### src/logic/mmu_config.svh
`ifndef MMU_CONFIG_SVH
`define MMU_CONFIG_SVH

// Sv32 virtual address width
`define MMU_VALEN 32

// Sv32 physical address width, 34 bits from a 22-bit PPN and a 12-bit offset
`define MMU_PALEN 34

// Physical page number width
`define MMU_PPN_W 22

// Number of TLB entries, 2, 4 or 8
`define MMU_TLB_ENTRIES 4

`endif
### src/logic/mmu_ctrl_pkg.sv
package mmu_ctrl_pkg;

    // Walker FSM states
    typedef enum logic [2:0] {
        PTW_IDLE   = 3'd0,
        PTW_HIT    = 3'd1,
        PTW_SETUP  = 3'd2,
        PTW_ACCESS = 3'd3,
        PTW_CHECK  = 3'd4,
        PTW_DONE   = 3'd5
    } ptw_state_e;

    // LEVEL_1 is the root table, a leaf there is a megapage
    typedef enum logic {
        LEVEL_1 = 1'b0,
        LEVEL_2 = 1'b1
    } walk_level_e;

    // Translation result
    typedef enum logic [1:0] {
        FAULT_NONE   = 2'd0,
        FAULT_PAGE   = 2'd1,
        FAULT_ACCESS = 2'd2
    } fault_e;

endpackage

### src/logic/sv32_pkg.sv
package sv32_pkg;

    // Sv32 page table entry, one 32-bit word
    typedef struct packed {
        logic [11:0] ppn1;
        logic [9:0]  ppn0;
        logic [1:0]  rsw;
        logic        d;
        logic        a;
        logic        g;
        logic        u;
        logic        x;
        logic        w;
        logic        r;
        logic        v;
    } pte_t;

    // Virtual address seen as a 4 KiB page
    typedef struct packed {
        logic [9:0]  vpn1;
        logic [9:0]  vpn0;
        logic [11:0] off12;
    } vaddr_4k_t;

    // Virtual address seen as a 4 MiB megapage
    typedef struct packed {
        logic [9:0]  vpn1;
        logic [21:0] off22;
    } vaddr_4m_t;

    // Same word, decoded by the level the leaf was found at
    typedef union packed {
        vaddr_4k_t page_4k;
        vaddr_4m_t page_4m;
    } vaddr_u;

    // Kind of access being translated
    typedef enum logic [1:0] {
        ACC_FETCH = 2'd0,
        ACC_LOAD  = 2'd1,
        ACC_STORE = 2'd2
    } access_e;

endpackage

### src/logic/mmu_top.sv
`timescale 1ns/1ps
`include "mmu_config.svh"

module mmu_top (
    input  logic                  clk,
    input  logic                  rst_n,
    input  logic                  req_valid_i,
    output logic                  req_ready_o,
    input  logic [`MMU_VALEN-1:0] req_vaddr_i,
    input  sv32_pkg::access_e     req_acc_i,
    input  logic [`MMU_PPN_W-1:0] satp_ppn_i,
    input  logic                  mxr_i,
    input  logic                  flush_i,
    output logic                  rsp_valid_o,
    output logic [`MMU_PALEN-1:0] rsp_paddr_o,
    output mmu_ctrl_pkg::fault_e  rsp_fault_o,
    output logic [`MMU_PALEN-1:0] apb_paddr_o,
    output logic                  apb_psel_o,
    output logic                  apb_penable_o,
    input  logic [31:0]           apb_prdata_i,
    input  logic                  apb_pready_i,
    input  logic                  apb_pslverr_i
);
    import sv32_pkg::*;

    // Walker to TLB
    logic [9:0] tlb_vpn1;
    logic [9:0] tlb_vpn0;
    logic       tlb_hit;
    pte_t       tlb_pte;
    logic       tlb_mega;
    logic       fill_en;
    vaddr_u     fill_vaddr;
    pte_t       fill_pte;
    logic       fill_mega;
    logic       tlb_flush;

    ptw u_ptw (
        .clk           (clk),
        .rst_n         (rst_n),
        .req_valid_i   (req_valid_i),
        .req_ready_o   (req_ready_o),
        .req_vaddr_i   (req_vaddr_i),
        .req_acc_i     (req_acc_i),
        .satp_ppn_i    (satp_ppn_i),
        .mxr_i         (mxr_i),
        .flush_i       (flush_i),
        .rsp_valid_o   (rsp_valid_o),
        .rsp_paddr_o   (rsp_paddr_o),
        .rsp_fault_o   (rsp_fault_o),
        .apb_paddr_o   (apb_paddr_o),
        .apb_psel_o    (apb_psel_o),
        .apb_penable_o (apb_penable_o),
        .apb_prdata_i  (apb_prdata_i),
        .apb_pready_i  (apb_pready_i),
        .apb_pslverr_i (apb_pslverr_i),
        .tlb_vpn1_o    (tlb_vpn1),
        .tlb_vpn0_o    (tlb_vpn0),
        .tlb_hit_i     (tlb_hit),
        .tlb_pte_i     (tlb_pte),
        .tlb_mega_i    (tlb_mega),
        .fill_en_o     (fill_en),
        .fill_vaddr_o  (fill_vaddr),
        .fill_pte_o    (fill_pte),
        .fill_mega_o   (fill_mega),
        .flush_o       (tlb_flush)
    );

    tlb u_tlb (
        .clk          (clk),
        .rst_n        (rst_n),
        .lk_vpn1_i    (tlb_vpn1),
        .lk_vpn0_i    (tlb_vpn0),
        .hit_o        (tlb_hit),
        .hit_pte_o    (tlb_pte),
        .hit_mega_o   (tlb_mega),
        .fill_en_i    (fill_en),
        .fill_vaddr_i (fill_vaddr),
        .fill_pte_i   (fill_pte),
        .fill_mega_i  (fill_mega),
        .flush_i      (tlb_flush)
    );

endmodule

### src/logic/ptw.sv
`timescale 1ns/1ps
`include "mmu_config.svh"

module ptw (
    input  logic                      clk,
    input  logic                      rst_n,
    input  logic                      req_valid_i,
    output logic                      req_ready_o,
    input  logic [`MMU_VALEN-1:0]     req_vaddr_i,
    input  sv32_pkg::access_e         req_acc_i,
    input  logic [`MMU_PPN_W-1:0]     satp_ppn_i,
    input  logic                      mxr_i,
    input  logic                      flush_i,
    output logic                      rsp_valid_o,
    output logic [`MMU_PALEN-1:0]     rsp_paddr_o,
    output mmu_ctrl_pkg::fault_e      rsp_fault_o,
    output logic [`MMU_PALEN-1:0]     apb_paddr_o,
    output logic                      apb_psel_o,
    output logic                      apb_penable_o,
    input  logic [31:0]               apb_prdata_i,
    input  logic                      apb_pready_i,
    input  logic                      apb_pslverr_i,
    output logic [9:0]                tlb_vpn1_o,
    output logic [9:0]                tlb_vpn0_o,
    input  logic                      tlb_hit_i,
    input  sv32_pkg::pte_t            tlb_pte_i,
    input  logic                      tlb_mega_i,
    output logic                      fill_en_o,
    output sv32_pkg::vaddr_u          fill_vaddr_o,
    output sv32_pkg::pte_t            fill_pte_o,
    output logic                      fill_mega_o,
    output logic                      flush_o
);
    import sv32_pkg::*;
    import mmu_ctrl_pkg::*;

    ptw_state_e            state_q, state_d;
    walk_level_e           level_q, level_d;
    fault_e                fault_q, fault_d;
    logic                  fill_q, fill_d;

    vaddr_u                req_va;
    vaddr_u                vaddr_q;
    access_e               acc_q;
    logic                  mxr_q;
    logic [`MMU_PALEN-1:0] addr_q;
    pte_t                  pte_q;
    logic                  err_q;
    logic [`MMU_PALEN-1:0] paddr_q;
    logic [`MMU_PALEN-1:0] leaf_paddr;

    logic                  chk_leaf;
    fault_e                chk_fault;

    pte_check u_pte_check (
        .pte_i     (pte_q),
        .acc_i     (acc_q),
        .mxr_i     (mxr_q),
        .level_i   (level_q),
        .is_leaf_o (chk_leaf),
        .fault_o   (chk_fault)
    );

    // TLB is looked up straight from the incoming request
    assign req_va     = req_vaddr_i;
    assign tlb_vpn1_o = req_va.page_4k.vpn1;
    assign tlb_vpn0_o = req_va.page_4k.vpn0;

    // Offset width depends on the level the leaf came from
    assign leaf_paddr = (level_q == LEVEL_1) ?
                        {pte_q.ppn1, vaddr_q.page_4m.off22} :
                        {pte_q.ppn1, pte_q.ppn0, vaddr_q.page_4k.off12};

    always_comb begin
        state_d = state_q;
        level_d = level_q;
        fault_d = fault_q;
        fill_d  = fill_q;
        case (state_q)
            PTW_IDLE: begin
                if (req_valid_i) begin
                    fault_d = FAULT_NONE;
                    fill_d  = 1'b0;
                    if (tlb_hit_i) begin
                        state_d = PTW_HIT;
                        level_d = tlb_mega_i ? LEVEL_1 : LEVEL_2;
                    end else begin
                        state_d = PTW_SETUP;
                        level_d = LEVEL_1;
                    end
                end
            end
            PTW_SETUP:  state_d = PTW_ACCESS;
            PTW_ACCESS: begin
                if (apb_pready_i) begin
                    state_d = PTW_CHECK;
                end
            end
            PTW_HIT, PTW_CHECK: begin
                state_d = PTW_DONE;
                if (err_q) begin
                    fault_d = FAULT_ACCESS;
                end else if (chk_fault != FAULT_NONE) begin
                    fault_d = chk_fault;
                end else if (chk_leaf) begin
                    // Cached translations are not written back
                    fill_d = (state_q == PTW_CHECK);
                end else begin
                    state_d = PTW_SETUP;
                    level_d = LEVEL_2;
                end
            end
            PTW_DONE: state_d = PTW_IDLE;
            default:  state_d = PTW_IDLE;
        endcase
    end

    always_ff @(posedge clk or negedge rst_n) begin
        if (!rst_n) begin
            state_q <= PTW_IDLE;
            level_q <= LEVEL_1;
            fault_q <= FAULT_NONE;
            fill_q  <= 1'b0;
        end else begin
            state_q <= state_d;
            level_q <= level_d;
            fault_q <= fault_d;
            fill_q  <= fill_d;
        end
    end

    always_ff @(posedge clk) begin
        case (state_q)
            PTW_IDLE: begin
                if (req_valid_i) begin
                    vaddr_q <= req_va;
                    acc_q   <= req_acc_i;
                    mxr_q   <= mxr_i;
                    pte_q   <= tlb_pte_i;
                    err_q   <= 1'b0;
                    addr_q  <= {satp_ppn_i, req_va.page_4k.vpn1, 2'b00};
                end
            end
            PTW_ACCESS: begin
                if (apb_pready_i) begin
                    pte_q <= pte_t'(apb_prdata_i);
                    err_q <= apb_pslverr_i;
                end
            end
            PTW_HIT, PTW_CHECK: begin
                // Next-level address, only used when the PTE is a pointer
                addr_q  <= {pte_q.ppn1, pte_q.ppn0, vaddr_q.page_4k.vpn0, 2'b00};
                paddr_q <= (state_d == PTW_DONE && fault_d == FAULT_NONE) ? leaf_paddr : '0;
            end
            default: ;
        endcase
    end

    assign req_ready_o   = (state_q == PTW_IDLE);

    // APB read, setup for one cycle then access until pready
    assign apb_paddr_o   = addr_q;
    assign apb_psel_o    = (state_q == PTW_SETUP) || (state_q == PTW_ACCESS);
    assign apb_penable_o = (state_q == PTW_ACCESS);

    assign rsp_valid_o   = (state_q == PTW_DONE);
    assign rsp_paddr_o   = paddr_q;
    assign rsp_fault_o   = fault_q;

    // Fill goes out with the response
    assign fill_en_o     = (state_q == PTW_DONE) && fill_q;
    assign fill_vaddr_o  = vaddr_q;
    assign fill_pte_o    = pte_q;
    assign fill_mega_o   = (level_q == LEVEL_1);
    assign flush_o       = flush_i;

endmodule

### src/logic/tlb.sv
`timescale 1ns/1ps
`include "mmu_config.svh"

module tlb (
    input  logic             clk,
    input  logic             rst_n,
    input  logic [9:0]       lk_vpn1_i,
    input  logic [9:0]       lk_vpn0_i,
    output logic             hit_o,
    output sv32_pkg::pte_t   hit_pte_o,
    output logic             hit_mega_o,
    input  logic             fill_en_i,
    input  sv32_pkg::vaddr_u fill_vaddr_i,
    input  sv32_pkg::pte_t   fill_pte_i,
    input  logic             fill_mega_i,
    input  logic             flush_i
);
    import sv32_pkg::*;

    localparam int N     = `MMU_TLB_ENTRIES;
    localparam int IDX_W = $clog2(N);

    logic [N-1:0]     valid_q;
    logic [9:0]       vpn1_q [N];
    logic [9:0]       vpn0_q [N];
    pte_t             pte_q  [N];
    logic [N-1:0]     mega_q;
    logic [IDX_W-1:0] rr_q;
    logic [N-1:0]     match;

    // Megapage entries ignore VPN0
    always_comb begin
        for (int i = 0; i < N; i++) begin
            match[i] = valid_q[i] && (vpn1_q[i] == lk_vpn1_i) &&
                       (mega_q[i] || (vpn0_q[i] == lk_vpn0_i));
        end
    end

    // Lowest matching entry wins
    always_comb begin
        hit_o      = 1'b0;
        hit_pte_o  = '0;
        hit_mega_o = 1'b0;
        for (int i = N - 1; i >= 0; i--) begin
            if (match[i]) begin
                hit_o      = 1'b1;
                hit_pte_o  = pte_q[i];
                hit_mega_o = mega_q[i];
            end
        end
    end

    always_ff @(posedge clk or negedge rst_n) begin
        if (!rst_n) begin
            valid_q <= '0;
            rr_q    <= '0;
        end else begin
            if (flush_i) begin
                valid_q <= '0;
            end
            // A fill in the flush cycle still lands
            if (fill_en_i) begin
                valid_q[rr_q] <= 1'b1;
                rr_q          <= (rr_q == IDX_W'(N - 1)) ? '0 : rr_q + 1'b1;
            end
        end
    end

    always_ff @(posedge clk) begin
        if (fill_en_i) begin
            vpn1_q[rr_q] <= fill_vaddr_i.page_4k.vpn1;
            vpn0_q[rr_q] <= fill_vaddr_i.page_4k.vpn0;
            pte_q[rr_q]  <= fill_pte_i;
            mega_q[rr_q] <= fill_mega_i;
        end
    end

endmodule

### src/logic/pte_check.sv
`timescale 1ns/1ps

module pte_check (
    input  sv32_pkg::pte_t            pte_i,
    input  sv32_pkg::access_e         acc_i,
    input  logic                      mxr_i,
    input  mmu_ctrl_pkg::walk_level_e level_i,
    output logic                      is_leaf_o,
    output mmu_ctrl_pkg::fault_e      fault_o
);
    import sv32_pkg::*;
    import mmu_ctrl_pkg::*;

    logic perm_ok;
    logic malformed;
    logic misaligned;

    // Any of r or x marks a leaf, otherwise the PTE points to the next table
    assign is_leaf_o = pte_i.r | pte_i.x;

    // Invalid entry or the reserved w-without-r encoding
    assign malformed = !pte_i.v || (pte_i.w && !pte_i.r);

    // Megapage must be aligned to 4 MiB
    assign misaligned = (level_i == LEVEL_1) && (pte_i.ppn0 != '0);

    // Permission for the requested access kind
    always_comb begin
        case (acc_i)
            ACC_FETCH: perm_ok = pte_i.x;
            // MXR lets loads read execute-only pages
            ACC_LOAD:  perm_ok = pte_i.r | (pte_i.x & mxr_i);
            // No hardware D update, so a clean page faults on store
            ACC_STORE: perm_ok = pte_i.w & pte_i.d;
            default:   perm_ok = 1'b0;
        endcase
    end

    always_comb begin
        fault_o = FAULT_NONE;
        if (malformed) begin
            fault_o = FAULT_PAGE;
        end else if (is_leaf_o) begin
            // A bit is not set by hardware either
            if (!pte_i.a || !perm_ok || misaligned) begin
                fault_o = FAULT_PAGE;
            end
        end else if (level_i == LEVEL_2) begin
            // Pointer at the last level, no leaf to be found
            fault_o = FAULT_PAGE;
        end
    end

endmodule

### config.mk
export PLATFORM = sky130hd
export DESIGN_NAME = mmu_top
export DESIGN_NICKNAME = d
export VERILOG_FILES = /design/src/logic/mmu_ctrl_pkg.sv /design/src/logic/sv32_pkg.sv /design/src/logic/mmu_top.sv /design/src/logic/ptw.sv /design/src/logic/tlb.sv /design/src/logic/pte_check.sv
export VERILOG_INCLUDE_DIRS = /design/src /design/src/logic
export SDC_FILE = /design/constraint.sdc
export NUM_CORES = 1
export LEC_CHECK = 0
export ABC_AREA = 0
export BUFFER_PORTS_ARGS = -buffer_cell sky130_fd_sc_hd__buf_2
export CORE_UTILIZATION = 45
export DETAILED_ROUTE_END_ITERATION = 6
export PLACE_DENSITY_LB_ADDON = 0.1
export SYNTH_ARGS = -nofsm -noshare
export SYNTH_HDL_FRONTEND = slang
export SYNTH_HIERARCHICAL = 1
export SYNTH_SLANG_ARGS = --single-unit
### constraint.sdc
create_clock -name clk -period 5.2 [get_ports clk]
set_input_delay 0.78 -clock clk [delete_from_list [all_inputs] [get_ports clk]]
set_output_delay 0.78 -clock clk [all_outputs]
set_load 0.03 [all_outputs]
==> impl_metrics.yaml <==
global_routing:
  antenna_found_initial: 1
  grt.met1_usage_pct: 28.12
  gr_util_met2_pct: 32.22
  globalRouteOverflowTotal: 0
  gr-usage-met3_pct: 3.541
  grt_usage_pct: 20.03
  grt_first_pass_wirelength_um: 46600
  grt_start_max_net_pins: 69
  grt-busiest-layer: "met2"
  first_global_vias: 7639
clocking:
  post-cts-setup-buffers: 0
  clk_root_buffer_cell: "clkbuf_16"
  cts.hold.buffers_added: 0
  clkLatencyLatePin_ns: 0.51
  cts_max_path_buffers: 3
  cts_made_buffers: 37
  tritoncts: "built"
  postCtsResizedCells: 0
  path_clk_slew_ns: 0.06
  cts_htree_levels: 2
  tritoncts_num_sinks: 339
route:
  finalWirelength_um: 31780
  via_count: 7870
  post_drt_wl_per_cell_um: 21.29
  vias_per_cell: 5.271
  drt_iter0_drc: 524
  detail_route.first_pass.iterations: 6
  drc: 0
  drtAntennaViolNets: 0
die:
  die_height_um: 178.7
  design.portCount: 169
  placement_rows: 64
  initial_utilization_pct: 45.83
  die_area_um2: 31950
  core_um2: 30670
  dieWidth_um: 178.7
sta:
  final.setup_skew_ns: 0.01178
  final_max_slew_viol_count: 0
  timing.final.crit_period_ns: 3.566
  tightest_slew_ns: 1.148
  max-slew-margin-rel_pct: 23.28
  post_route_setup_tns_ns: 0
  top_achievable_clock_speed_mhz: 280.4
  unrepaired_setup_endpoints_after_global_routing: "false"
  setup_viols_final: 0
  min_period_over_period_pct: 68.59
  report.final.hold_viol_count: 0
layout:
  seqCellArea_um2: 10110
  fillers: 2645
  design.final.nets: 1169
  layout.core_utilization_pct: 52.69
  drive_gt1_share_pct: 27.26
  antenna_cells: 0
  multi_input_area_um2: 3327
  areaGrowthSynthToFinish_pct: 14.97
critical_path:
  crit_path_start_kind: "register"
  r2r-start: "u_ptw/state_q[0]"
  cp.arrival_ns: 3.83
  cp_capture_type: "register"
  slowest_stage: "nor2_4"
  required_ns: 5.46
  worst-setup-path-type: "register to register"
  slowest_delay_ns: 0.91
  path_max_fanout: 68
  worst_setup_path_startpoint: "u_ptw/state_q[0]"
  crit_chain: "nor3b_1 > nor2_4 > clkinv_2 > buf_4 > and3_2"
placed_design:
  portBuffers: 162
  final_estimated_routing_congestion_in_global_placement: 0.7659
  detailed_place_hpwl_um: 19500
logic_synthesis:
  synth-warning-count: 6
  syn_area_per_cell_um2: 14.87
  netlist_area_um2: 14060
  number_of_cells_produced_by_synthesis: 945
pwr:
  cellLeakagePower_uw: 0.005903
  cellPowerDensity_nw_per_um2: 531.0
  vdd.ir_drop.worst_mv: 0.2852
min_path:
  hold_class: "input port to async pin"
run:
  max_cap_violations: 0
status:
  run_status: "completed"
[sequential cells by signal, summed over array words and instances (netlist names), 2 cells and up]
signal and count:
u_ptw/acc_q 2, u_ptw/apb_paddr_o 32, u_ptw/fill_pte_o 28, u_ptw/fill_vaddr_o 32
u_ptw/rsp_fault_o 2, u_ptw/rsp_paddr_o 34, u_ptw/state_q 3, u_tlb/mega_q 4
u_tlb/pte_q 112, u_tlb/rr_q 2, u_tlb/valid_q 4, u_tlb/vpn0_q 40
u_tlb/vpn1_q 40
[cells in the final DEF (no fill, tap or decap), types with 6 or more instances in the layout]
| master | n |
|---|---|
| edfxtp_1 | 326 |
| nand2_1 | 188 |
| buf_2 | 162 |
| xnor2_1 | 56 |
| clkbuf_16 | 39 |
| mux2_2 | 28 |
| o21bai_1 | 28 |
| a32oi_1 | 27 |
| xor2_1 | 18 |
| and3_2 | 17 |
| nor2_1 | 16 |
| inv_1 | 13 |
| dfrtp_1 | 13 |
| nand4_1 | 12 |
| mux2i_1 | 10 |
| buf_4 | 10 |
| o21ai_0 | 8 |
| nor4_1 | 8 |
| and3_1 | 8 |
| nor3_1 | 7 |
| bufinv_16 | 6 |
| clkinv_2 | 6 |
| clkbuf_1 | 6 |
| xnor2_2 | 6 |
[per-layer routing]
layer | wire (um) | vias to the layer above
li1 | - | 3665
met1 | 14320 | 3957
met2 | 15280 | 206
met3 | 1603 | 40
met4 | 567 | 2
met5 | 11 | -
[layout make-up]
type | count | share of cell area, %
clock buffers | 48 | 6.434
flip-flops and latches | 339 | 62.59
multi-input cells | 506 | 20.59
repair buffers | 172 | 5.482
well taps | 396 | 3.066
inverters | 14 | 0.3329
clock inverters | 18 | 1.510
[path summary, 6_finish.rpt]
kind,endpoint,slack [ns],cells after the start
setup / recovery,u_ptw/rsp_paddr_o[2],1.63,5
hold / removal,u_ptw/state_q[2],0.17,1
setup reg to reg,u_ptw/rsp_paddr_o[2],1.63,5
hold reg to reg,u_tlb/valid_q[1],0.48,1
max in group asynchronous,u_tlb/valid_q[0],4.76,1
min in group clk,u_ptw/fill_vaddr_o[10],0.44,1
[per-stage QoR]
step / instance area (um^2) / total power, uW / cells / worst slack [ns] / hold slack [ns]
4_1_cts: 16160 / 8682 / 1493 / 1.619 / 0.1646
5_1_grt: 16160 / 8956 / 1493 / 1.379 / 0.1769
3_3_place_gp: 14880 / 5904 / 1427 / 1.523 / 0.4618
6_report: 16160 / 8581 / 1493 / 1.634 / 0.1681
2_1_floorplan: 14060 / 5276 / 946 / 1.116 / 0.4494
3_5_place_dp: 14880 / 5932 / 1427 / 1.518 / 0.4656
[where the power goes]
part | leakage (uW) | internal, uW | switching [uW] | total, uW
Combinational | 0.00208 | 475 | 1410 | 1880
Sequential | 0.00320 | 3680 | 287 | 3960
Clock | 0.000632 | 1710 | 1020 | 2730
[worst max-delay path: cells and delay by family (launching register included)]
kind / cells / cell delay (ns)
flops: 1 / 0.53
buf+inv: 2 / 1.22
simple gates: 3 / 1.48
(Power assumes the default switching activity.)
